--- src/cordic_pkg.sv ---
`default_nettype none

package cordic_pkg;

  ////////////////////////////////////////////////////////////
  // vector types
  ////////////////////////////////////////////////////////////

  // whole degrees, -180..180
  typedef logic signed [15:0] angle_deg_t;
  typedef logic signed [11:0] amp_t;
  typedef logic signed [15:0] sample_t;
  // output width plus 16 fraction bits
  typedef logic signed [31:0] cordic_acc_t;
  typedef logic        [2:0]  wb_adr_t;
  typedef logic        [31:0] wb_dat_t;

  ////////////////////////////////////////////////////////////
  // cordic constants
  ////////////////////////////////////////////////////////////

  localparam int ITER_NUM     = 16;
  localparam int FRAC_BITS    = 16;
  localparam int PIPE_LATENCY = 20;

  // 0.607253 * 2^16
  localparam cordic_acc_t GAIN_COMP = 32'sd39797;

  // atan(2^-i) in degrees, scaled by 2^16
  localparam cordic_acc_t ATAN_TABLE [ITER_NUM] = '{
    32'sd2949120, 32'sd1740967, 32'sd919879, 32'sd466945,
    32'sd234379,  32'sd117304,  32'sd58666,  32'sd29335,
    32'sd14668,   32'sd7334,    32'sd3667,   32'sd1833,
    32'sd917,     32'sd458,     32'sd229,    32'sd115
  };

  ////////////////////////////////////////////////////////////
  // register map
  ////////////////////////////////////////////////////////////

  localparam wb_adr_t REG_CTRL   = 3'd0;
  localparam wb_adr_t REG_AMP    = 3'd1;
  localparam wb_adr_t REG_START  = 3'd2;
  localparam wb_adr_t REG_STEP   = 3'd3;
  localparam wb_adr_t REG_RESULT = 3'd4;
  localparam wb_adr_t REG_COUNT  = 3'd5;

  localparam int CTRL_RUN_BIT  = 0;
  localparam int CTRL_SHOT_BIT = 1;

  // largest sweep step in degrees
  localparam angle_deg_t STEP_MAX = 16'sd90;

  ////////////////////////////////////////////////////////////
  // bundles
  ////////////////////////////////////////////////////////////

  typedef struct packed {
    logic    cyc;
    logic    stb;
    logic    we;
    wb_adr_t adr;
    wb_dat_t dat;
  } wb_req_t;

  typedef struct packed {
    logic    ack;
    wb_dat_t dat;
  } wb_rsp_t;

  typedef struct packed {
    logic       valid;
    angle_deg_t angle;
    amp_t       amp;
  } angle_sample_t;

  // first quadrant angle and magnitude plus output signs
  typedef struct packed {
    logic        valid;
    logic [6:0]  angle;
    logic [10:0] mag;
    logic        neg_x;
    logic        neg_y;
  } fold_t;

  typedef struct packed {
    logic    valid;
    sample_t cos;
    sample_t sin;
  } phasor_t;

endpackage

`default_nettype wire

--- src/phase_sweep.sv ---
`timescale 1ns/1ns
`default_nettype none

module phase_sweep (
  input  wire                        clk,
  input  wire                        arst_n,
  input  wire                        run,
  input  wire                        shot,
  input  wire cordic_pkg::amp_t      amp,
  input  wire cordic_pkg::angle_deg_t start,
  input  wire cordic_pkg::angle_deg_t step,
  output cordic_pkg::angle_sample_t  sample
);

  import cordic_pkg::*;

  logic       run_q;
  logic       vld_q;
  logic       restart;
  angle_deg_t angle_q;
  angle_deg_t sum;
  angle_deg_t next_angle;
  amp_t       amp_q;

  always_comb begin
    // a shot or a fresh run begins again at the start angle
    restart = shot | (run & ~run_q);
    sum     = angle_q + step;
    if (restart) begin
      next_angle = start;
    end else if (sum >= 16'sd180) begin
      next_angle = sum - 16'sd360;
    end else begin
      next_angle = sum;
    end
  end

  always_ff @(posedge clk or negedge arst_n) begin
    if (!arst_n) begin
      run_q   <= 1'b0;
      vld_q   <= 1'b0;
      angle_q <= '0;
    end else begin
      run_q <= run;
      vld_q <= shot | run;
      if (shot | run) begin
        angle_q <= next_angle;
      end
    end
  end

  // amplitude sampled alongside each angle
  always_ff @(posedge clk) begin
    amp_q <= amp;
  end

  assign sample = '{valid: vld_q, angle: angle_q, amp: amp_q};

endmodule

`default_nettype wire

--- config.mk ---
export PLATFORM = sky130hd
export DESIGN_NAME = phase_sweep
export DESIGN_NICKNAME = d
export VERILOG_FILES = /design/src/cordic_pkg.sv /design/src/phase_sweep.sv
export SDC_FILE = /design/constraint.sdc
export NUM_CORES = 1
export LEC_CHECK = 0
export BUFFER_PORTS_ARGS = -buffer_cell sky130_fd_sc_hd__buf_4
export CAP_MARGIN = 20
export CORE_MARGIN = 5
export CORE_UTILIZATION = 35
export DETAILED_ROUTE_END_ITERATION = 8
export GPL_TIMING_DRIVEN = 0
export PLACE_DENSITY = 0.68
export SLEW_MARGIN = 20
export SYNTH_ARGS = -nofsm -noshare
export SYNTH_HDL_FRONTEND = slang
export SYNTH_SLANG_ARGS = --single-unit
--- constraint.sdc ---
create_clock -name clk -period 5.69 [get_ports clk]
set_input_delay 1.138 -clock clk [delete_from_list [all_inputs] [get_ports clk]]
set_output_delay 1.138 -clock clk [all_outputs]
set_load 0.03 [all_outputs]
==> results.sh <==
export IMPL_drt_total_wl_mm=6.62
export IMPL_netlist_area_sq_um=2350
export IMPL_yosysSeqAreaShare_pct=29.4
export IMPL_grt_use_total_pct=16.1
export IMPL_post_drt_wl_per_cell_um=15.5
export IMPL_wl_met1_mm=2.84
export IMPL_required_ns=5.86
export IMPL_min_period_over_period_pct=74.0
export IMPL_power_density_nw_per_um2=362
export IMPL_rows=29
export IMPL_diodes=0
export IMPL_grt_overflow_total=0
export IMPL_ys_flop_type="dfrtp_1"
export IMPL_dr_max_layer_used="met4"
export IMPL_wl_met2_mm=3.24
export IMPL_antenna_found_initial=0
export IMPL_max_cap_violations=0
export IMPL_dr_pass1_iters=4
export IMPL_timing_fmax_mhz=237
export IMPL_drc=0
export IMPL_fin_tns_setup_ns=0
export IMPL_cp_num_buf_inv=3
export IMPL_tritoncts="built"
export IMPL_grt_pass1_vias=2472
export IMPL_layout_drive_gt1_share_pct=31.1
export IMPL_final_util_pct=48.1
export IMPL_layout_nets=414
export IMPL_reg2reg_slack_ns=2.02
export IMPL_viasPerCell=5.64
export IMPL_clockBufferDepth=2
export IMPL_clk_latency_ns=0.28
export IMPL_synth_fp_nets=331
export IMPL_crit_chain="buf_4 -> ha_1 -> inv_1 -> fa_1 -> nand2b_1 -> a211oi_4 -> or2_2 -> o311ai_1 -> or3_1 -> buf_2 -> or4_4 -> o21ai_4 -> mux2i_1 -> nand2_1"
export IMPL_final_max_slew_viol_count=0
export IMPL_peakVddDrop_mv=0.218
export IMPL_post_cts_buffers=0
export IMPL_numCtsBuffers=5
export IMPL_ys_types=63
export IMPL_startpoint_type="input port"
export IMPL_path_clk_slew_ns=0.06
export IMPL_yosys_register_bits=30
export IMPL_relSlewSlack_pct=56.9
export IMPL_finalHoldViolations=0
export IMPL_synth_edff_count=0
export IMPL_die_x_um=92.0
export IMPL_synthCells=266
export IMPL_crit_type="input port to register"
export IMPL_cts_resized=0
export IMPL_drtIter0Drc=61
export IMPL_dieHeight_um=92.0
export IMPL_rsz0062_at_grt="false"
export IMPL_core_sq_um=6460
export IMPL_p_leak_uw=0.00142
export IMPL_worst_pin_slew_ns=0.637
export IMPL_die_area_sq_um=8460
export IMPL_yosys_warnings=0
export IMPL_dpl_hpwl_mm=5.39
export IMPL_vias=2409
export IMPL_hold_path_class="register to register"
export IMPL_setup_violations=0
export IMPL_synthToLayoutAreaGrowth_pct=32.3
export IMPL_htreeDepth=2
export IMPL_cts_sinks=30
export IMPL_cp_slowest_cell="or4_4"
export IMPL_path_max_fanout=7
export IMPL_crit_arrival_ns=4.38
export IMPL_synth_async_reset_ratio_pct=60.0
export IMPL_status="completed"
export IMPL_ctsHoldBuffers=0
export IMPL_start_util_pct=36.4
export IMPL_wl_met3_um=459
export IMPL_port_buffers=76
export IMPL_synth_area_per_cell_sq_um=8.84
export IMPL_boundaryPins=77
export IMPL_grt_pass1_wl_mm=11.2
export IMPL_root_buffer="clkbuf_8"
export IMPL_worst_setup_path_end_kind="register"
export IMPL_grt_max_degree=19
export IMPL_detail_route_antenna_nets=0
export IMPL_clock_skew_ns=0.00628
export IMPL_slowest_delay_ns=0.57
export IMPL_gp_congestion=0.810
export IMPL_critPathTopFamily="simple AND/OR/NAND/NOR gates"
export IMPL_period_minus_slack_ns=4.21
logic make-up (layout without fill, tap and decap cells):
kind of cell    count (synthesis)  count (layout)  synth area share, %
xor+xnor                       16              16                 5.96
flops                          30              30                 29.4
buf+inv                        25             109                 5.11
fa+ha+maj                      17              17                 9.37
mux                             6               6                 2.61
compound gates                 96              96                 30.0
simple gates                   76              76                 17.6
stage by stage:
stage	total power, uW	cell area (sq um)	hold WS, ns	std cells	worst slack [ns]
finish	1130	3110	0.530	427	1.48
global route	1220	3110	0.590	427	1.30
CTS	1140	3110	0.530	427	1.49
detailed placement	950	3020	0.515	419	1.20
global placement	937	3020	0.498	419	1.22
floorplan	770	2350	0.573	266	1.63
registers in the layout, summed over array words and instances (netlist names):
| signal | flops |
|---|---|
| amp_q | 12 |
| vld_q | 1 |
| run_q | 1 |
| angle_q | 16 |
worst reg2reg max path: stages (launching register included):
cell and delay (ns):
dfrtp_1 0.37, ha_1 0.19, inv_1 0.06, fa_1 0.39
nand2b_1 0.22, a211oi_4 0.32, or2_2 0.19, o311ai_1 0.20
or3_1 0.41, buf_2 0.18, or4_4 0.57, o21ai_4 0.19
mux2i_1 0.21, nand2_1 0.06
worst paths after layout:
path	start	endpoint	cells past startpoint
worst max-delay path	step[0]	angle_q[11]	14
worst min-delay path	angle_q[2]	angle_q[2]	2
worst max register to register	angle_q[0]	angle_q[11]	13
worst min register to register	angle_q[2]	angle_q[2]	2
max in group asynchronous	arst_n	run_q	1
min in group asynchronous	arst_n	angle_q[12]	1
synth_stat cells, drive strengths merged, types with 3 or more instances:
master	number	area share (%)
nand3	5	1.1
a21o	6	1.9
xnor2	10	3.7
nand2	18	2.9
o2111ai	3	1.1
dfxtp	12	10
or3	5	1.3
and3	5	1.4
buf	9	2.6
nor3	4	0.85
inv	10	1.6
mux2i	5	2.1
nor2	18	3.1
ha	16	8.5
a31oi	3	0.80
clkbuf	6	0.96
a22oi	10	3.2
o21ai	17	4.1
nor2b	3	0.80
nand4	3	0.80
o22ai	3	0.80
nand2b	4	1.1
a21oi	19	4.4
xor2	6	2.2
a211oi	11	4.3
dfrtp	18	19
a221oi	4	1.5
report_power, final:
part / leakage (uW) / switching [uW] / internal [uW] / total [uW]
Combinational: 0.00105 / 412 / 276 / 688
Clock: 0.0000482 / 80.1 / 97.4 / 178
Sequential: 0.000314 / 22.3 / 238 / 261
placed cells by master, fill, tap and decap left out, types with 3 or more instances in the layout:
cell type,count
a21o_1,6
nand3_1,5
buf_2,6
dfrtp_1,18
nand4_1,3
nor3_1,4
clkbuf_8,6
buf_4,77
inv_1,10
clkbuf_1,7
nand2_1,18
ha_1,16
mux2i_1,5
xor2_1,6
nor2b_1,3
or3_1,5
a211oi_1,9
o2111ai_1,3
nand2b_1,4
and3_1,4
nor2_1,16
o21ai_0,9
a22oi_1,10
o21ai_1,7
dfxtp_1,12
o22ai_1,3
a21oi_1,17
a221oi_1,4
xnor2_1,10
a31oi_1,3
metal layers:
metal  up-vias  GRT usage [%]
met3        10           4.66
li1       1178              -
met4         0           4.95
met2        84           28.7
met1      1137           18.6
met5         -              0
final cells by class:
cell class	count	area (sq um)
fill	640	3350
inverter	10	37.5
tap	77	96.3
buffer	15	82.6
clock buffer	7	86.3
timing repair buffer	76	571
multi-input combinational	211	1540
sequential	30	691
clock inverter	1	5.00
(Power assumes the default switching activity.)
