**src/cordic_pkg.sv**
```systemverilog
`default_nettype none

package cordic_pkg;

  ////////////////////////////////////////////////////////////
  // vector types
  ////////////////////////////////////////////////////////////

  // whole degrees, -180..180
  typedef logic signed [15:0] angle_deg_t;
  typedef logic signed [11:0] amp_t;
  typedef logic signed [15:0] sample_t;
  // output width plus 16 fraction bits
  typedef logic signed [31:0] cordic_acc_t;
  typedef logic        [2:0]  wb_adr_t;
  typedef logic        [31:0] wb_dat_t;

  ////////////////////////////////////////////////////////////
  // cordic constants
  ////////////////////////////////////////////////////////////

  localparam int ITER_NUM     = 16;
  localparam int FRAC_BITS    = 16;
  localparam int PIPE_LATENCY = 20;

  // 0.607253 * 2^16
  localparam cordic_acc_t GAIN_COMP = 32'sd39797;

  // atan(2^-i) in degrees, scaled by 2^16
  localparam cordic_acc_t ATAN_TABLE [ITER_NUM] = '{
    32'sd2949120, 32'sd1740967, 32'sd919879, 32'sd466945,
    32'sd234379,  32'sd117304,  32'sd58666,  32'sd29335,
    32'sd14668,   32'sd7334,    32'sd3667,   32'sd1833,
    32'sd917,     32'sd458,     32'sd229,    32'sd115
  };

  ////////////////////////////////////////////////////////////
  // register map
  ////////////////////////////////////////////////////////////

  localparam wb_adr_t REG_CTRL   = 3'd0;
  localparam wb_adr_t REG_AMP    = 3'd1;
  localparam wb_adr_t REG_START  = 3'd2;
  localparam wb_adr_t REG_STEP   = 3'd3;
  localparam wb_adr_t REG_RESULT = 3'd4;
  localparam wb_adr_t REG_COUNT  = 3'd5;

  localparam int CTRL_RUN_BIT  = 0;
  localparam int CTRL_SHOT_BIT = 1;

  // largest sweep step in degrees
  localparam angle_deg_t STEP_MAX = 16'sd90;

  ////////////////////////////////////////////////////////////
  // bundles
  ////////////////////////////////////////////////////////////

  typedef struct packed {
    logic    cyc;
    logic    stb;
    logic    we;
    wb_adr_t adr;
    wb_dat_t dat;
  } wb_req_t;

  typedef struct packed {
    logic    ack;
    wb_dat_t dat;
  } wb_rsp_t;

  typedef struct packed {
    logic       valid;
    angle_deg_t angle;
    amp_t       amp;
  } angle_sample_t;

  // first quadrant angle and magnitude plus output signs
  typedef struct packed {
    logic        valid;
    logic [6:0]  angle;
    logic [10:0] mag;
    logic        neg_x;
    logic        neg_y;
  } fold_t;

  typedef struct packed {
    logic    valid;
    sample_t cos;
    sample_t sin;
  } phasor_t;

endpackage

`default_nettype wire

```
**src/wb_cordic_regs.sv**
```systemverilog
`timescale 1ns/1ns
`default_nettype none

module wb_cordic_regs (
  input  wire                    clk,
  input  wire                    arst_n,
  input  wire cordic_pkg::wb_req_t wb_req,
  output cordic_pkg::wb_rsp_t    wb_rsp,
  input  wire cordic_pkg::phasor_t phasor,
  output logic                   run,
  output logic                   shot,
  output cordic_pkg::amp_t       amp,
  output cordic_pkg::angle_deg_t start,
  output cordic_pkg::angle_deg_t step
);

  import cordic_pkg::*;

  logic    req;
  logic    wr_en;
  logic    ack_q;
  wb_dat_t rd_dat;
  wb_dat_t dat_q;
  wb_dat_t result_q;
  wb_dat_t count_q;

  ////////////////////////////////////////////////////////////
  // bus handshake
  ////////////////////////////////////////////////////////////

  // ack blocks the following cycle, one transfer per two clocks
  assign req   = wb_req.cyc & wb_req.stb & ~ack_q;
  assign wr_en = req & wb_req.we;

  always_comb begin
    case (wb_req.adr)
      REG_CTRL:   rd_dat = {31'd0, run};
      REG_AMP:    rd_dat = {{20{amp[11]}}, amp};
      REG_START:  rd_dat = {{16{start[15]}}, start};
      REG_STEP:   rd_dat = {16'd0, step};
      REG_RESULT: rd_dat = result_q;
      REG_COUNT:  rd_dat = count_q;
      default:    rd_dat = '0;
    endcase
  end

  always_ff @(posedge clk) begin
    if (req) begin
      dat_q <= rd_dat;
    end
  end

  ////////////////////////////////////////////////////////////
  // registers
  ////////////////////////////////////////////////////////////

  always_ff @(posedge clk or negedge arst_n) begin
    if (!arst_n) begin
      ack_q    <= 1'b0;
      run      <= 1'b0;
      shot     <= 1'b0;
      amp      <= '0;
      start    <= '0;
      step     <= '0;
      result_q <= '0;
      count_q  <= '0;
    end else begin
      ack_q <= req;
      // shot bit is a strobe, never stored
      shot  <= wr_en && wb_req.adr == REG_CTRL && wb_req.dat[CTRL_SHOT_BIT];
      if (wr_en) begin
        case (wb_req.adr)
          REG_CTRL:  run   <= wb_req.dat[CTRL_RUN_BIT];
          REG_AMP:   amp   <= amp_t'(wb_req.dat[11:0]);
          REG_START: start <= angle_deg_t'(wb_req.dat[15:0]);
          REG_STEP: begin
            if (wb_req.dat[15:0] > 16'(STEP_MAX)) begin
              step <= STEP_MAX;
            end else begin
              step <= angle_deg_t'(wb_req.dat[15:0]);
            end
          end
          default: ;
        endcase
      end
      // newest phasor only, sine in the upper half
      if (phasor.valid) begin
        result_q <= {phasor.sin, phasor.cos};
        count_q  <= count_q + 32'd1;
      end
    end
  end

  assign wb_rsp = '{ack: ack_q, dat: dat_q};

endmodule

`default_nettype wire

```
**config.mk**
```make
export PLATFORM = sky130hd
export DESIGN_NAME = wb_cordic_regs
export DESIGN_NICKNAME = d
export VERILOG_FILES = /design/src/cordic_pkg.sv /design/src/wb_cordic_regs.sv
export SDC_FILE = /design/constraint.sdc
export NUM_CORES = 1
export LEC_CHECK = 0
export BUFFER_PORTS_ARGS = -buffer_cell sky130_fd_sc_hd__buf_2
export CORE_ASPECT_RATIO = 2
export CORE_UTILIZATION = 30
export DETAILED_ROUTE_END_ITERATION = 12
export PLACE_DENSITY = 0.49
export SYNTH_ARGS = -nofsm -noshare
export SYNTH_HDL_FRONTEND = slang
export SYNTH_SLANG_ARGS = --single-unit
```
**constraint.sdc**
```tcl
create_clock -name clk -period 3.3 [get_ports clk]
set_clock_uncertainty 0.05 [all_clocks]
set_input_delay 0.165 -clock clk [delete_from_list [all_inputs] [get_ports clk]]
set_output_delay 0.165 -clock clk [all_outputs]
set_load 0.005 [all_outputs]
```
==> metrics.cfg, run 1 <==
[synthesis]
synth_cells = 470
synth_edf_count = 32
ys_top_cells_by_area = dfrtp_1 44%, edfxtp_1 15%, mux2_2 13%
synth_area_leader_cell = dfrtp_1
synth.distinct_cells = 45
yosysMostFrequentCell = dfrtp_1
seq_area_frac_synth_pct = 59.32
synth_commonest_cells = 111 x dfrtp_1, 71 x mux2_2, 32 x edfxtp_1
ys_seq_elements = 143
syn_area_per_cell_um2 = 13.41
syn_area_um2 = 6302
synth_top_flop_cell = dfrtp_1
async_flop_share_pct = 77.62
syn_nets = 544
yosysTopAreaCellShare_pct = 44.07
yosysWarnings = 0

[routing]
vias = 4499
drt_pre_antenna_iters = 4
wl_um = 16980
drt_iter0_markers = 151
drt_drc_violations_left = 0
viasPerCell = 4.807
ant_nets = 0
wl_per_cell_um = 18.14

[sta]
drv_slew = 0
post-route-period-util_pct = 57.27
fmax_ghz = 0.5291
hold_viol = 0
relSlewSlack_pct = 52.17
hold_slack_ns = 0.04077
rsz0062_at_grt = no
tns_ns = 0
fin_ws_ns = 1.410
setup_violations = 0
tightest_slew_ns = 0.7153
period_needed_ns = 1.890

[floorplanning]
row_count = 74
io_pins = 152
initial_utilization_pct = 30.80
die_h_um = 207.0
coreArea_um2 = 20460
die_x_um = 104.5
dieArea_um2 = 21630

[placed_design]
place.gp.congestion = 0.7820
pre_cts_slack_ns = 1.031
hpwl_um = 12030
io_buffers = 135

[cts]
cts_htree_levels = 4
cts_buffer_depth = 2
clk-insertion-delay-late_ns = 0.42
clk_pin_slew_ns = 0.06
cts_made_buffers = 17
clkSinkCount = 143
cts_tree = done
cts_root_buf = clkbuf_16

[worst_setup_path]
end_kind = flip-flop
reg2reg_to = count_q[28]
crit_slowest_cell = nor4_4
crit_path_max_fanout = 7
r2r_start = count_q[0]
path_cells = ha_1, inv_1, nor4_4, nand4_1, xnor2_1
r2r_cells = 5
required_ns = 3.55
arrival_ns = 2.14
r2r_slack_ns = 1.41
cp-start-kind = flip-flop
path_class = flip-flop to flip-flop
critPathMaxStageDelay_ns = 0.54

[final_layout]
drive_above_1_share_pct = 38.06
antennaDiodeCount = 0
final_nets = 731
num-fill-cells = 1965
area_growth_pct = 31.51

[run_status]
status = finished clean

[hold_path]
min_path_type = primary input to flip-flop
hold_path_depth = 2
hold_start = wb_req[5]
hold_end = start[5]

[grt]
gr-total-overflow = 0
grt_use_total_pct = 16.63
grt_pass1_wl_um = 26920
grt_pass1_vias = 4868
grt_max_degree = 62
grt_antenna_before_repair = 0

[power_and_ir_drop]
p_leak_nw = 3.749
p_per_area_nw_per_um2 = 547.6
vdd_drop_max_v = 0.0002821

[flow_run]
maxCapViolations = 0

## report_power, final
group          internal, mW  total, mW  switching, mW
Sequential             2.00       2.17          0.163
Combinational         0.338      0.640          0.302
Clock                 0.957       1.73          0.775
Total                  3.30       4.54           1.24
## layout by cell type, fill, tap and decap left out, drive strengths merged, types with 12 or more instances in the layout
master       instances
a21oi               14
buf                145
clkbuf              18
dfrtp              111
dlygate4sd3         48
edfxtp              32
mux2                71
mux2i               30
nand2               13
nand3               17
nand4               12
o21ai               23
xnor2               27
## layer usage
metal  global-route usage (%)  part of all wire, %  up-vias
met5                        0                    0        -
met4                    8.776                  2.7        0
met3                    2.920                  3.5       26
met2                    31.48                   56      129
met1                    17.34                   38     2234
li1                         -                    -     2110
## final cells by class
type                    count  area, µm²  area share [%]
inverters                   4      15.01          0.1812
flip-flops and latches    143       3739           45.11
clock buffers              18      429.2           5.178
multi-input cells         298       2431           29.33
well taps                 266      332.8           4.016
clock inverters            14      95.09           1.147
repair buffers            193       1246           15.04
## critical path: cells and delay by family, from the launching register on
| kind | cells | cell delay, ns |
|---|---|---|
| buf+inv | 1 | 0.12 |
| simple gates | 2 | 0.72 |
| xor+xnor | 1 | 0.16 |
| flops | 1 | 0.46 |
| fa+ha+maj | 1 | 0.26 |
## registers in the layout (all words and copies together), names as in the netlist
signal	count
step	16
count_q	32
result_q	32
shot	1
run	1
start	16
dat_q	32
amp	12
ack_q	1
## metrics by stage
stage	util (%)	instances	area [µm²]	power, mW
4_1_cts	40.50	936	8288	4.615
3_5_place_dp	35.59	856	7283	2.810
3_3_place_gp	35.59	856	7283	2.791
5_1_grt	40.50	936	8288	4.747
6_report	40.50	936	8288	4.538
2_1_floorplan	-	470	6302	2.512
## worst max path at each step
stage / startpoint / end / slack [ns] / cells after the start
2_1_floorplan: ack_q / start[0] / 0.70 / 5
3_3_place_gp: wb_req[33] / dat_q[31] / 1.13 / 6
3_5_place_dp: wb_req[33] / dat_q[23] / 1.03 / 6
4_1_cts: count_q[0] / count_q[26] / 1.34 / 5
5_1_grt: count_q[0] / count_q[30] / 1.27 / 5
6_report: count_q[0] / count_q[28] / 1.41 / 5
## cells by family (layout without fill, tap and decap cells)
family	count (synthesis)	after routing	synth area share (%)
AOI/OAI and AO/OA	69	69	6.790
muxes	101	101	17.45
and+or+nand+nor	96	96	9.808
buffers and inverters	29	229	2.124
adders and majority gates	1	1	0.1985
DFF	143	143	59.32
xor gates and xnor gates	31	31	4.308
## repair_timing
item                                   4_1_cts  5_1_grt
gates resized for setup                      0        0
setup endpoints to repair                    0        0
hold buffers                                48        0
endpoints found under the hold margin      109        0
buffers inserted                             0        0
No activity file was read; power rests on OpenSTA's default activity.
==> run 2, diff against run 1 <==
- PLACE_DENSITY: 0.49 -> 0.51
- clock period: 3.3 -> 1.66 ns (I/O delays scaled with it)
==> run 2 against run 1 <==
Net effect:
- the flow now finishes with violations (setup timing)
- critical endpoint is now start[12]
- final cell count up 4.1%
- clock power up 140%
- register-to-register slack worse by 1.4 ns
- largest cell class unchanged
- non-clock buffer count up 38
==> metrics.cfg, run 2 (synthesis results as in run 1) <==
[run_status]
status = complete, but fails checks
violations = setup timing

[sta]
fin_ws_ns = -0.009629
hold_viol = 0
post-route-period-util_pct = 100.6
relSlewSlack_pct = 62.21
period_needed_ns = 1.670
setup_violations = 8
rsz0062_at_grt = yes
drv_slew = 0
hold_slack_ns = 0.09117
fmax_ghz = 0.5989
tightest_slew_ns = 0.5668

[cts]
clkSinkCount = 143
clk-insertion-delay-late_ns = 0.42
clk_pin_slew_ns = 0.06
cts_buffer_depth = 2
cts_root_buf = clkbuf_16
cts_tree = done
cts_htree_levels = 4
cts_made_buffers = 17

[worst_setup_path]
cp-start-kind = flip-flop
path_class = flip-flop to flip-flop
arrival_ns = 1.92
crit_path_max_fanout = 16
end_kind = flip-flop
required_ns = 1.91

[power_and_ir_drop]
vdd_drop_max_v = 0.0005524
pwr-share-clk_pct = 41.3
swShare_pct = 25.08
sequentialPowerShare_pct = 42.2
combPwrFrac_pct = 16.5
finalPower_mw = 10.11
power.switching_mw = 2.535
intPower_mw = 7.573
p_per_area_nw_per_um2 = 1145
p_leak_nw = 4.033

[placed_design]
hpwl_um = 12490
dp.cells = 888
io_buffers = 135
post_dp_cell_area_um2 = 7609
place.gp.congestion = 0.7816

[final_layout]
utilization_pct = 43.14
top_regs = count_q: 32 flops, dat_q: 32 flops, result_q: 32 flops
final_area_um2 = 8827
antennaDiodeCount = 0
area_growth_pct = 40.06
layout_common_cells = 134 x buf_2, 110 x dfrtp_1, 70 x mux2_2, 49 x dlygate4sd3_1, 37 x buf_4
final_nets = 769
drive_above_1_share_pct = 41.95
final_common_cell = buf_2
stdcell_count = 974

[routing]
vias = 4661
ant_nets = 0
wl_um = 17460
drt_drc_violations_left = 0
drt_iter0_markers = 154
wl_per_cell_um = 17.92
drt_pre_antenna_iters = 4
viasPerCell = 4.785

[grt]
gr-total-overflow = 0
grt_use_total_pct = 16.80
grt_max_degree = 43
grt_antenna_before_repair = 0
grt_pass1_vias = 4981
grt_pass1_wl_um = 27160

[floorplanning]
die_x_um = 104.5
initial_utilization_pct = 30.80
row_count = 74
die_h_um = 207.0
dieArea_um2 = 21630
coreArea_um2 = 20460
io_pins = 152

[hold_path]
min_path_type = primary input to async pin

[flow_run]
maxCapViolations = 0

==> run 2: changes by cell type in the layout (fill, tap and decap cells not counted), sizes merged <==
cell and change:
buf +37, inv -1, dlygate4sd3 +1, bufinv +5, clkbuf +1, clkinv -5
==> run 2: routing by layer <==
layer	share of wire (%)	up-vias	track usage, %
li1	-	2184	-
met2	56	119	31.88
met3	2.8	29	2.355
met1	38	2329	17.91
met4	2.9	0	8.622
met5	0	-	0
==> run 2: final timing paths <==
check,start,end,slack [ns],depth (start not counted)
max,ack_q,start[12],-0.01,5
min,arst_n,result_q[1],0.09,2
max reg2reg,ack_q,start[12],-0.01,5
min reg2reg,count_q[31],count_q[31],0.42,1
max in group asynchronous,arst_n,count_q[20],0.86,3
min in group clk,wb_req[35],run,0.11,4
==> run 2: what timing repair did <==
| item | 4_1_cts | 5_1_grt |
|---|---|---|
| gates resized for setup | 0 | 11 |
| setup buffers | 0 | 5 |
| hold buffers | 49 | 0 |
| endpoints found under the hold margin | 180 | 0 |
| pin swaps | 0 | 2 |
| endpoints found under the setup margin | 13 | 29 |
==> run 2: per-stage QoR <==
stage / setup WS, ns / setup TNS (ns)
6_report: -0.009629 / -0.03445
5_1_grt: -0.09350 / -1.378
4_1_cts: -0.01746 / -0.1152
3_5_place_dp: 0.01194 / 0
3_3_place_gp: 0.03538 / 0
2_1_floorplan: -0.3507 / -4.851
==> run 2: layout make-up <==
type,count,area [µm²]
flip-flops and latches,143,3740
well taps,266,332.8
inverters,4,15.01
repair buffers,231,1624
clock buffers,19,432.9
fillers,1961,11630
clock inverters,13,212.7
multi-input cells,298,2470
==> run 2: power by group through the flow <==
stage               clock, mW  sequential, mW  combinational, mW
global route             4.42            4.32               1.82
CTS                      4.29            4.25               1.55
detailed placement          0            4.31               1.45
floorplan                   0            4.31              0.690
global placement            0            4.29               1.41
finish                   4.17            4.27               1.67
==> run 2: worst max-delay path, cell delays in order, from the launching register on <==
cell	delay (ns)
dfrtp_1	0.38
and3b_4	0.31
nand2_4	0.06
nor3b_4	0.20
buf_12	0.19
mux2_2	0.34
