## config.mk

```make
export PLATFORM = sky130hd
export DESIGN_NAME = angle_fold
export DESIGN_NICKNAME = d
export VERILOG_FILES = /design/src/cordic_pkg.sv /design/src/angle_fold.sv
export SDC_FILE = /design/constraint.sdc
export NUM_CORES = 1
export LEC_CHECK = 0
export BUFFER_PORTS_ARGS = -buffer_cell sky130_fd_sc_hd__buf_2
export CAP_MARGIN = 20
export CORE_MARGIN = 2
export CORE_UTILIZATION = 25
export CTS_BUF_LIST = sky130_fd_sc_hd__clkbuf_2 sky130_fd_sc_hd__clkbuf_4 sky130_fd_sc_hd__clkbuf_8
export CTS_CLUSTER_SIZE = 24
export DETAILED_ROUTE_END_ITERATION = 6
export PLACE_DENSITY = 0.48
export SYNTH_ARGS = -nofsm -noshare
export SYNTH_HDL_FRONTEND = slang
export SYNTH_SLANG_ARGS = --single-unit
```

## constraint.sdc

```tcl
create_clock -name clk -period 0.8 [get_ports clk]
set_input_delay 0.08 -clock clk [delete_from_list [all_inputs] [get_ports clk]]
set_output_delay 0.08 -clock clk [all_outputs]
set_load 0.005 [all_outputs]
```

## src/cordic_pkg.sv

```systemverilog
`default_nettype none

package cordic_pkg;

  ////////////////////////////////////////////////////////////
  // vector types
  ////////////////////////////////////////////////////////////

  // whole degrees, -180..180
  typedef logic signed [15:0] angle_deg_t;
  typedef logic signed [11:0] amp_t;
  typedef logic signed [15:0] sample_t;
  // output width plus 16 fraction bits
  typedef logic signed [31:0] cordic_acc_t;
  typedef logic        [2:0]  wb_adr_t;
  typedef logic        [31:0] wb_dat_t;

  ////////////////////////////////////////////////////////////
  // cordic constants
  ////////////////////////////////////////////////////////////

  localparam int ITER_NUM     = 16;
  localparam int FRAC_BITS    = 16;
  localparam int PIPE_LATENCY = 20;

  // 0.607253 * 2^16
  localparam cordic_acc_t GAIN_COMP = 32'sd39797;

  // atan(2^-i) in degrees, scaled by 2^16
  localparam cordic_acc_t ATAN_TABLE [ITER_NUM] = '{
    32'sd2949120, 32'sd1740967, 32'sd919879, 32'sd466945,
    32'sd234379,  32'sd117304,  32'sd58666,  32'sd29335,
    32'sd14668,   32'sd7334,    32'sd3667,   32'sd1833,
    32'sd917,     32'sd458,     32'sd229,    32'sd115
  };

  ////////////////////////////////////////////////////////////
  // register map
  ////////////////////////////////////////////////////////////

  localparam wb_adr_t REG_CTRL   = 3'd0;
  localparam wb_adr_t REG_AMP    = 3'd1;
  localparam wb_adr_t REG_START  = 3'd2;
  localparam wb_adr_t REG_STEP   = 3'd3;
  localparam wb_adr_t REG_RESULT = 3'd4;
  localparam wb_adr_t REG_COUNT  = 3'd5;

  localparam int CTRL_RUN_BIT  = 0;
  localparam int CTRL_SHOT_BIT = 1;

  // largest sweep step in degrees
  localparam angle_deg_t STEP_MAX = 16'sd90;

  ////////////////////////////////////////////////////////////
  // bundles
  ////////////////////////////////////////////////////////////

  typedef struct packed {
    logic    cyc;
    logic    stb;
    logic    we;
    wb_adr_t adr;
    wb_dat_t dat;
  } wb_req_t;

  typedef struct packed {
    logic    ack;
    wb_dat_t dat;
  } wb_rsp_t;

  typedef struct packed {
    logic       valid;
    angle_deg_t angle;
    amp_t       amp;
  } angle_sample_t;

  // first quadrant angle and magnitude plus output signs
  typedef struct packed {
    logic        valid;
    logic [6:0]  angle;
    logic [10:0] mag;
    logic        neg_x;
    logic        neg_y;
  } fold_t;

  typedef struct packed {
    logic    valid;
    sample_t cos;
    sample_t sin;
  } phasor_t;

endpackage

`default_nettype wire

```

## src/angle_fold.sv

```systemverilog
`timescale 1ns/1ns
`default_nettype none

module angle_fold (
  input  wire                       clk,
  input  wire                       arst_n,
  input  wire cordic_pkg::angle_sample_t sample,
  output cordic_pkg::fold_t         folded
);

  import cordic_pkg::*;

  angle_deg_t  abs_angle;
  logic        ang_neg;
  logic        amp_neg;
  logic        over_90;
  logic [6:0]  fold_angle;
  logic [10:0] mag;

  logic        vld_q;
  logic [6:0]  angle_q;
  logic [10:0] mag_q;
  logic        neg_x_q;
  logic        neg_y_q;

  always_comb begin
    ang_neg   = sample.angle < 0;
    abs_angle = ang_neg ? -sample.angle : sample.angle;
    // second quadrant mirrors onto the first, cos flips sign
    over_90    = abs_angle > 16'sd90;
    fold_angle = over_90 ? 7'(180 - abs_angle) : 7'(abs_angle);

    amp_neg = sample.amp[11];
    if (amp_neg && sample.amp[10:0] == 11'd0) begin
      // -2048 has no 11-bit magnitude
      mag = 11'd2047;
    end else if (amp_neg) begin
      mag = 11'(-sample.amp);
    end else begin
      mag = sample.amp[10:0];
    end
  end

  always_ff @(posedge clk or negedge arst_n) begin
    if (!arst_n) begin
      vld_q <= 1'b0;
    end else begin
      vld_q <= sample.valid;
    end
  end

  always_ff @(posedge clk) begin
    angle_q <= fold_angle;
    mag_q   <= mag;
    // negative amplitude flips both components
    neg_x_q <= over_90 ^ amp_neg;
    neg_y_q <= ang_neg ^ amp_neg;
  end

  assign folded = '{valid: vld_q, angle: angle_q, mag: mag_q,
                    neg_x: neg_x_q, neg_y: neg_y_q};

endmodule

`default_nettype wire

```

==> results by group, run 1 <==
Outcome
  – Outcome: complete, but fails checks
  – Failing checks: negative setup slack

Logic synthesis
  – Post-synth top area share: ~29%
  – Syn nets: approximately 200
  – Yosys reg bits: 21
  – Largest area contributor in the netlist: dfxtp_1
  – Leading post-synthesis cells by cell area: dfxtp_1, xor2_1, nand2_1, nor2_1, xnor2_1
  – Most frequent cell after synthesis: nand2_1
  – Commonest cells in the netlist: nand2_1, dfxtp_1, nor2_1
  – Sequential share of the synthesized area: between 30% and 40%
  – Unique cell type count in the Yosys netlist: 49
  – Synth Flop Type: dfxtp_1
  – Post-synth EDFFs: 0
  – Synth Cell Area: ~1400 um^2
  – Mapped Cells: 169
  – Ys async rst share: 4.76%
  – Syn. warnings: 0
  – Syn_area_per_cell: just over 8 um^2

Clock network
  – Clock sink count: 21
  – H-tree depth: 1
  – Clk slew on worst S/H paths: 0.08 ns
  – CTS tree: built
  – CTS max path bufs: 2
  – Root Buffer: clkbuf_8
  – Number of buffers created by CTS: 3

GRT
  – Grt met1 use: between 10 and 15%
  – Initial antenna violation count: 0
  – GRT overflow: 0
  – Number of global-route vias before repair: ~1400
  – Grt met3 use: around 1.4%
  – Busiest grt layer: met2
  – Largest net degree at the start of global routing: 13
  – GRT Resource Usage Total: around an eighth
  – Met2 usage: between 20% and 30%
  – First-pass GRT wire length: 6.07 mm

Detailed routing
  – Vias: between 1500 and 2000
  – Avg Vias per Cell: around 4.4
  – Drt total wl: around 3.7 mm
  – Drt first pass iters: 4
  – DR iter-0 viols: 13
  – Routed Antenna Nets: 0
  – Drc violations: 0
  – WL/cell: between 10 and 15 um

Placement
  – HPWL after DPL: between 3 and 4 mm
  – Final Wtd Congestion: between 0.8 and 0.9
  – Post-DP Area: 2160 um^2
  – Placement Setup Slack: -1.16 ns
  – PortBufs: 51

Setup path
  – Critical path, cell by cell: buf_8 -> inv_8 -> ha_4 -> or3b_4 -> a211oi_4 -> a31oi_1 -> a32oi_2 -> nand4_2 -> a41o_1
  – Critical Path End Type: flip-flop
  – CP Launch Type: input port
  – CP Data Arrival Time: between 1.5 and 2 ns
  – Req. time, crit path: roughly 0.96 ns
  – WP depth: 9
  – Crit-path slowest cell: or3b_4
  – Delay of the slowest cell on the worst path: approximately 0.38 ns
  – Worst Path Buf+Inv: 2
  – Setup CP Type: input port to flip-flop
  – Worst path top cell family by delay: compound AO/OA/AOI/OAI gates
  – Critical path fanouts, max: 4
  – Crit path to: angle_q[2]
  – Crit path from: sample[12]

Timing
  – Fmax: around 610 MHz
  – Worst slew margin: around two thirds
  – Final worst-path cycle share: 204%
  – Final hold violation count: 0
  – Max-slew violation count: 0
  – RSZ-0062 raised after global routing: yes
  – Worst slew pin tran: 0.506 ns
  – Fin worst setup slack: -0.834 ns
  – Fin crit period: roughly 1.6 ns
  – # setup viols final: 19

Floorplanning
  – Chip Width: ~80 um
  – Core area: roughly 5500 um^2
  – Initial Util: between 20% and 30%
  – Die Y: between 70 and 80 um
  – Die area: between 6000 and 7000 um^2
  – Number of cell rows: 27
  – I/O pin count: 52

Layout
  – Fin util: around 44%
  – Final net count: between 300 and 400
  – Layout cell share with drive strength beyond 1: 54.2%
  – Synthesis-to-finish area growth: 72.8%
  – Design Area, Final: ~2400 um^2
  – Diode count: 0
  – Multi-input logic area: 1040 um^2
  – Total area of sequential cells: 428 um^2
  – Fill cells: approximately 580

Power
  – Total power: ~3 mW
  – Cell area power density: approximately 1200 nW/um^2
  – VDD IR max: between 0.5 and 0.6 mV
  – Leak pwr: between 1 and 1.5 nW

Flow run
  – Number of max-cap violations: 0

Worst hold path
  – Min-delay worst type: input port to flip-flop
[metrics by stage]
step / TNS (ns) / hold slack [ns] / cells
4_1_cts: -9.97 / 0.0165 / 343
6_report: -9.79 / 0.0626 / 345
2_1_floorplan: -11.13 / -0.216 / 169
3_5_place_dp: -15.63 / -0.144 / 332
3_3_place_gp: -15.36 / -0.145 / 332
5_1_grt: -11.04 / 0.0620 / 345
[cell type report]
cell class,count,share of cell area (%)
flip-flops and latches,21,17.6
clock buffers,3,1.70
multi-input cells,131,42.8
clock inverters,1,0.206
well taps,72,3.71
repair buffers,109,31.2
inverters,8,2.78
[state kept, by name, summed over array words and instances (netlist names)]
| name | count |
|---|---|
| mag_q | 11 |
| angle_q | 7 |
| neg_x_q | 1 |
| neg_y_q | 1 |
| vld_q | 1 |
[worst min path at each step]
stage | from | to | slack (ns) | cells after the start
floorplan | arst_n | vld_q | -0.22 | 0
global placement | arst_n | vld_q | -0.15 | 1
detailed placement | arst_n | vld_q | -0.14 | 1
CTS | sample[0] | mag_q[0] | 0.02 | 3
global route | sample[12] | angle_q[0] | 0.06 | 2
finish | sample[12] | angle_q[0] | 0.06 | 2
[cell families (layout without fill, tap and decap cells)]
| family | Yosys count | after routing | synth area share, % |
|---|---|---|---|
| compound gates | 33 | 33 | 17.9 |
| xor+xnor | 19 | 19 | 11.9 |
| fa+ha+maj | 3 | 3 | 2.67 |
| buf+inv | 18 | 121 | 6.33 |
| flops | 21 | 21 | 30.3 |
| mux | 2 | 2 | 1.43 |
| simple gates | 73 | 74 | 29.5 |
[routing by layer]
| layer | wire, um | share of wire [%] | vias to the layer above |
|---|---|---|---|
| met5 | 0 | 0 | - |
| met4 | 27 | 0.72 | 0 |
| met3 | 177 | 4.7 | 2 |
| met2 | 1860 | 50 | 36 |
| met1 | 1670 | 45 | 680 |
| li1 | - | - | 800 |
[cell usage in the layout (no fill, tap or decap), types with 2 or more instances in the layout]
cell	count
nand2_2	6
nor4b_4	2
dfxtp_2	2
o31ai_1	2
nand2_1	17
nor3_1	5
nand2b_1	2
inv_1	4
o211ai_1	2
buf_2	44
o21ai_0	3
nand3_2	2
buf_6	6
nor4_4	2
inv_12	2
nor2b_1	6
o211ai_2	2
mux2i_1	2
xor2_1	13
clkbuf_8	3
ha_4	2
a21oi_1	8
dlygate4sd3_1	2
xnor2_1	5
o21ai_1	3
buf_4	55
o22ai_1	3
nor2_1	14
dfxtp_1	18
[report_power, final]
group | total (mW) | switching (mW) | internal [mW]
sequential | 1.21 | 0.0292 | 1.18
clock | 0.675 | 0.329 | 0.346
combinational | 1.04 | 0.471 | 0.569
[repair_timing]
item / in CTS / in global routing
resized for setup: 17 / 20
hold buffers: 2 / 0
buffers inserted: 5 / 3
setup endpoints to repair: 19 / 21
endpoints found under the hold margin: 2 / 0
pin swaps: 9 / 4
cloned: 1 / 0
(Power assumes the default switching activity.)
==> run 2: changes to the inputs <==
--- a/config.mk
+++ b/config.mk
@@ -7,7 +7,7 @@
 export LEC_CHECK = 0
 export BUFFER_PORTS_ARGS = -buffer_cell sky130_fd_sc_hd__buf_2
 export CAP_MARGIN = 20
-export CORE_MARGIN = 2
+export CORE_MARGIN = 3
 export CORE_UTILIZATION = 25
 export CTS_BUF_LIST = sky130_fd_sc_hd__clkbuf_2 sky130_fd_sc_hd__clkbuf_4 sky130_fd_sc_hd__clkbuf_8
 export CTS_CLUSTER_SIZE = 24
==> run 2 against run 1 <==
Compared with the run above: the run still ends with negative setup slack left; power is 4.3% higher; clock-buffer cell count is 1 higher; largest cell class unchanged; sequential power hardly changed; non-clock buffer count is 7 higher; critical path type unchanged; sequential share of layout area is 0.89 points lower; critical endpoint is now angle_q[5]; flip-flop and latch count stayed put.
==> results by group, run 2 (same netlist as run 1, synthesis figures left out) <==
Layout
  – Design Area, Final: 2550 um^2
  – Top reg by flops: mag_q
  – Synthesis-to-finish area growth: 81.5%
  – Largest register FFs: 11
  – Layout cell share with drive strength beyond 1: between 50 and 60%
  – Non-Filler Instances: 350
  – Most common cell after layout, fill and taps aside: buf_4
  – Fill cells: approximately 550
  – Regs by FF count: mag_q: 11 flops, angle_q: 7 flops
  – Diode count: 0
  – Final net count: roughly 320
  – Commonest non-fill, non-tap cells in the layout: buf_4, buf_2, dfxtp_1

Timing
  – Fin crit period: 1.67 ns
  – Max-slew violation count: 0
  – Final hold violation count: 0
  – Fin worst setup slack: -0.868 ns
  – Worst slew pin tran: approximately 0.41 ns
  – Fmax: about 600 MHz
  – RSZ-0062 raised after global routing: yes
  – Worst slew margin: about 72%
  – Final worst-path cycle share: 209%
  – # setup viols final: 19

Placement
  – Post-Place Cells: 336
  – PortBufs: 51
  – Post-DP Area: about 2200 um^2
  – HPWL after DPL: 3.15 mm
  – Final Wtd Congestion: between 0.7 and 0.8

Detailed routing
  – Drt first pass iters: 4
  – Drt total wl: slightly above 4 mm
  – Routed Antenna Nets: 0
  – WL/cell: around 12 um
  – DR iter-0 viols: 30
  – Vias: between 1500 and 2000
  – Drc violations: 0
  – Avg Vias per Cell: around 4.5

Clock network
  – CTS tree: built
  – Clock sink count: 21
  – Clk slew on worst S/H paths: around 0.07 ns
  – Root Buffer: clkbuf_8
  – Number of buffers created by CTS: 3
  – CTS max path bufs: 2
  – H-tree depth: 1

Power
  – Leak pwr: ~1.2 nW
  – Seq pwr share: between 30% and 40%
  – Switching share of power: roughly 29%
  – Power share of the clock group: 23.5%
  – VDD IR max: 0.656 mV
  – NetSw: roughly 870 uW
  – Pint: approximately 2.2 mW
  – Cell area power density: approximately 1200 nW/um^2
  – Comb power frac: between 30 and 40%

Setup path
  – Crit path from: sample[16]
  – Worst Path Buf+Inv: 3
  – Worst path top cell family by delay: simple AND/OR/NAND/NOR gates
  – Critical path, cell by cell: buf_2 -> or3_4 -> buf_6 -> o21ai_4 -> xnor2_2 -> a32oi_2 -> buf_4 -> nand4_4 -> o211ai_2 -> xor2_1
  – CP Launch Type: input port
  – Crit-path slowest cell: or3_4
  – CP Data Arrival Time: roughly 1.9 ns
  – Req. time, crit path: slightly below 1 ns
  – Setup CP Type: input port to flip-flop
  – Critical Path End Type: flip-flop
  – Delay of the slowest cell on the worst path: 0.44 ns
  – Critical path fanouts, max: 5

Floorplanning
  – Die Y: 80.9 um
  – Number of cell rows: 26
  – Core area: roughly 5300 um^2
  – Die area: 6550 um^2
  – Chip Width: 80.9 um
  – I/O pin count: 52
  – Initial Util: about a quarter

Outcome
  – Failing checks: negative setup slack
  – Outcome: complete, but fails checks

GRT
  – Initial antenna violation count: 0
  – Number of global-route vias before repair: 1494
  – Largest net degree at the start of global routing: 13
  – GRT overflow: 0
  – GRT Resource Usage Total: around an eighth
  – First-pass GRT wire length: between 6 and 7 mm

Worst hold path
  – Min-delay worst type: input port to async pin

Flow run
  – Number of max-cap violations: 0
==> run 2: final cells by class <==
class                   count  area, um^2  area share, %
clock buffers               4        48.8           1.92
inverters                   8        67.6           2.65
flip-flops and latches     21         427           16.7
multi-input cells         131        1110           43.4
repair buffers            116         811           31.8
well taps                  70        87.6           3.44
==> run 2: final timing paths <==
path                       cells past startpoint    endpoint  slack [ns]
min                                            2       vld_q        0.12
min in group clk                               4    mag_q[0]        0.13
max                                           10  angle_q[5]       -0.87
max in group asynchronous                      2       vld_q        0.60
==> run 2: power by group through the flow <==
stage               Combinational, mW  Sequential [mW]  Clock, mW
floorplan                       0.437             1.25          0
global placement                0.974             1.23          0
detailed placement              0.975             1.23          0
CTS                              1.05             1.21      0.740
global route                     1.24             1.22      0.782
finish                           1.12             1.21      0.718
==> run 2: repair_timing <==
item | CTS | global route
gates cloned | 2 | 0
hold buffers | 2 | 0
pin swaps | 7 | 13
setup buffers | 4 | 4
gates resized for setup | 21 | 29
endpoints found under the hold margin | 2 | 0
endpoints found under the setup margin | 19 | 20
==> run 2: stage by stage <==
step	TNS, ns	worst slack, ns	util [%]	power, mW	hold WS (ns)
final	-10.01	-0.868	48.3	3.05	0.119
after global routing	-11.23	-0.933	48.3	3.24	0.131
after CTS	-9.96	-0.853	45.3	2.99	0.0165
after detailed placement	-15.46	-1.17	41.8	2.21	-0.141
after global placement	-15.02	-1.11	41.8	2.20	-0.145
after floorplan	-11.13	-0.901	-	1.69	-0.216
==> run 2: routing by layer <==
layer	share of wire, %	vias to the layer above	GRT usage, %
met3	4.2	2	1.44
met1	45	722	15.5
li1	-	818	-
met4	0.66	0	3.04
met5	0	-	0
met2	50	34	22.2
==> run 3: changes to the inputs <==
--- a/config.mk
+++ b/config.mk
@@ -7,12 +7,14 @@
 export LEC_CHECK = 0
 export BUFFER_PORTS_ARGS = -buffer_cell sky130_fd_sc_hd__buf_2
 export CAP_MARGIN = 20
+export CELL_PAD_IN_SITES_DETAIL_PLACEMENT = 0
+export CELL_PAD_IN_SITES_GLOBAL_PLACEMENT = 2
 export CORE_MARGIN = 3
-export CORE_UTILIZATION = 25
+export CORE_UTILIZATION = 28
 export CTS_BUF_LIST = sky130_fd_sc_hd__clkbuf_2 sky130_fd_sc_hd__clkbuf_4 sky130_fd_sc_hd__clkbuf_8
 export CTS_CLUSTER_SIZE = 24
 export DETAILED_ROUTE_END_ITERATION = 6
-export PLACE_DENSITY = 0.48
+export PLACE_DENSITY = 0.83
 export SYNTH_ARGS = -nofsm -noshare
 export SYNTH_HDL_FRONTEND = slang
 export SYNTH_SLANG_ARGS = --single-unit
==> run 3 against run 2 <==
Compared with the run above: the flow still finishes with violations (negative setup slack); highest routed layer unchanged; critical path depth stayed put; sequential power about the same; routed wire length fell by 6.7%; combinational power is 6% lower; sequential share of layout area up 1.3 points; clock-buffer cell count shrank 1; fmax increased by 2.2%; design area down 6.3%; final cell count is 3.7% lower; power fell by 3.8%; hold slack lost 0.050 ns; flip-flop and latch count unchanged.
==> results by group, run 3 (same netlist as run 1, synthesis figures left out) <==
Outcome
  – Outcome: complete, but fails checks
  – Failing checks: negative setup slack

GRT
  – Initial antenna violation count: 0
  – GRT Resource Usage Total: about an eighth
  – Number of global-route vias before repair: 1500
  – GRT overflow: 0
  – First-pass GRT wire length: 6.60 mm
  – Largest net degree at the start of global routing: 13

Clock network
  – Clock sink count: 21
  – Root Buffer: clkbuf_8
  – Number of buffers created by CTS: 3
  – CTS tree: built
  – Clk slew on worst S/H paths: roughly 0.07 ns
  – H-tree depth: 1
  – CTS max path bufs: 2

Placement
  – Final Wtd Congestion: between 0.7 and 0.8
  – Placement Setup Slack: -1.13 ns
  – PortBufs: between 50 and 60
  – Post-DP Area: 2140 um^2
  – HPWL after DPL: 3.03 mm

Worst hold path
  – Min-delay worst type: input port to flip-flop
  – Worst hold path startpoint: sample[12]

Timing
  – Fin worst setup slack: -0.832 ns
  – Setup TNS: -10.40 ns
  – Final worst-path cycle share: 204%
  – Fin crit period: around 1.6 ns
  – Final hold violation count: 0
  – Worst slew pin tran: ~0.44 ns
  – RSZ-0062 raised after global routing: yes
  – Fmax: between 600 and 700 MHz
  – # setup viols final: 19
  – Max-slew violation count: 0
  – Worst slew margin: between 70% and 80%

Layout
  – Design Area, Final: about 2400 um^2
  – Fill cells: 470
  – Most common cell after layout, fill and taps aside: buf_4
  – Final net count: 305
  – Multi-input logic area: roughly 1000 um^2
  – Layout cell share with drive strength beyond 1: ~55%
  – Diode count: 0
  – Top reg by flops: mag_q
  – Synthesis-to-finish area growth: 70.1%
  – Total area of sequential cells: 430 um^2
  – Regs by FF count: mag_q: 11 flops, angle_q: 7 flops
  – Largest register FFs: 11
  – Commonest non-fill, non-tap cells in the layout: buf_4, buf_2, dfxtp_1

Floorplanning
  – I/O pin count: 52
  – Number of cell rows: 25
  – Die area: 5900 um^2
  – Initial Util: between 20% and 30%
  – Core area: 4790 um^2
  – Die Y: about 77 um
  – Chip Width: 76.8 um

Setup path
  – Req. time, crit path: ~1 ns
  – Worst path top cell family by delay: compound AO/OA/AOI/OAI gates
  – Critical Path End Type: flip-flop
  – Critical path fanouts, max: 5
  – Delay of the slowest cell on the worst path: between 0.3 and 0.4 ns
  – Crit-path slowest cell: or3b_4
  – Worst Path Buf+Inv: 2
  – Setup CP Type: input port to flip-flop
  – CP Launch Type: input port
  – Critical path, cell by cell: buf_12 -> inv_12 -> ha_4 -> or3b_4 -> a211oi_4 -> a31oi_1 -> a32oi_2 -> nand4_4 -> o22ai_2 -> a41o_1
  – Crit path from: sample[13]
  – CP Data Arrival Time: approximately 1.8 ns

Power
  – Switching share of power: between 20 and 30%
  – Pint: 2.11 mW
  – Leak pwr: between 1 and 1.5 nW
  – NetSw: between 800 and 900 uW
  – Total power: slightly below 3 mW
  – Power share of the clock group: 22.6%
  – Cell area power density: 1230 nW/um^2
  – Seq pwr share: 41.4%
  – Comb power frac: between 30% and 40%
  – VDD IR max: 0.522 mV

Detailed routing
  – DR iter-0 viols: 29
  – WL/cell: ~11 um
  – Routed Antenna Nets: 0
  – Drt first pass iters: 4
  – Avg Vias per Cell: between 4 and 5
  – Drt total wl: around 3.8 mm
  – Vias: about 1500
  – Drc violations: 0

Flow run
  – Number of max-cap violations: 0
## run 3: cell count changes in the layout (fill, tap and decap cells not counted), moves of 2 or more
cell and change:
nor3_1 +2, nand2_1 -2, nor3_2 -2, nor2_1 +2, dfxtp_1 -3, buf_6 -4
buf_4 -7, dfxtp_2 +3
## run 3: layout make-up
| cell class | count | share of cell area (%) |
|---|---|---|
| Multi-Input combinational cell | 131 | 43.0 |
| Timing Repair Buffer | 106 | 30.7 |
| Sequential cell | 21 | 18.0 |
| Tap cell | 67 | 3.51 |
| Inverter | 8 | 2.83 |
| Clock buffer | 3 | 1.73 |
| Clock inverter | 1 | 0.210 |
## run 3: what timing repair did
item,CTS,global route
gates resized for setup,26,12
hold buffers,2,0
hold endpoints to repair,2,0
setup endpoints to repair,19,23
buffers inserted,10,1
gates cloned,2,0
pin swaps,9,8
## run 3: stage by stage
stage	std cells	utilization [%]	hold WS, ns
floorplan	169	-	-0.216
global placement	326	44.8	-0.146
detailed placement	326	44.8	-0.144
CTS	337	49.0	0.0619
global route	337	49.9	0.0654
finish	337	49.9	0.0694
## run 3: final timing paths
kind | to | cells past startpoint
max | angle_q[2] | 10
min in group asynchronous | vld_q | 2
max in group asynchronous | vld_q | 2
min | angle_q[0] | 2
## run 3: power by group through the flow
stage,Sequential (mW),Clock [mW],Combinational [mW]
4_1_cts,1.20,0.703,1.02
6_report,1.21,0.664,1.05
2_1_floorplan,1.25,0,0.437
5_1_grt,1.23,0.754,1.16
3_5_place_dp,1.23,0,0.946
3_3_place_gp,1.22,0,0.944
## run 3: per-layer routing
layer,share of wire (%),wire length (um),up-vias,global-route usage [%]
met1,47,1770,655,17.0
met4,0.58,22,0,3.80
met2,49,1840,32,23.3
li1,-,-,800,-
met3,4.3,162,2,1.88
met5,0,0,-,0
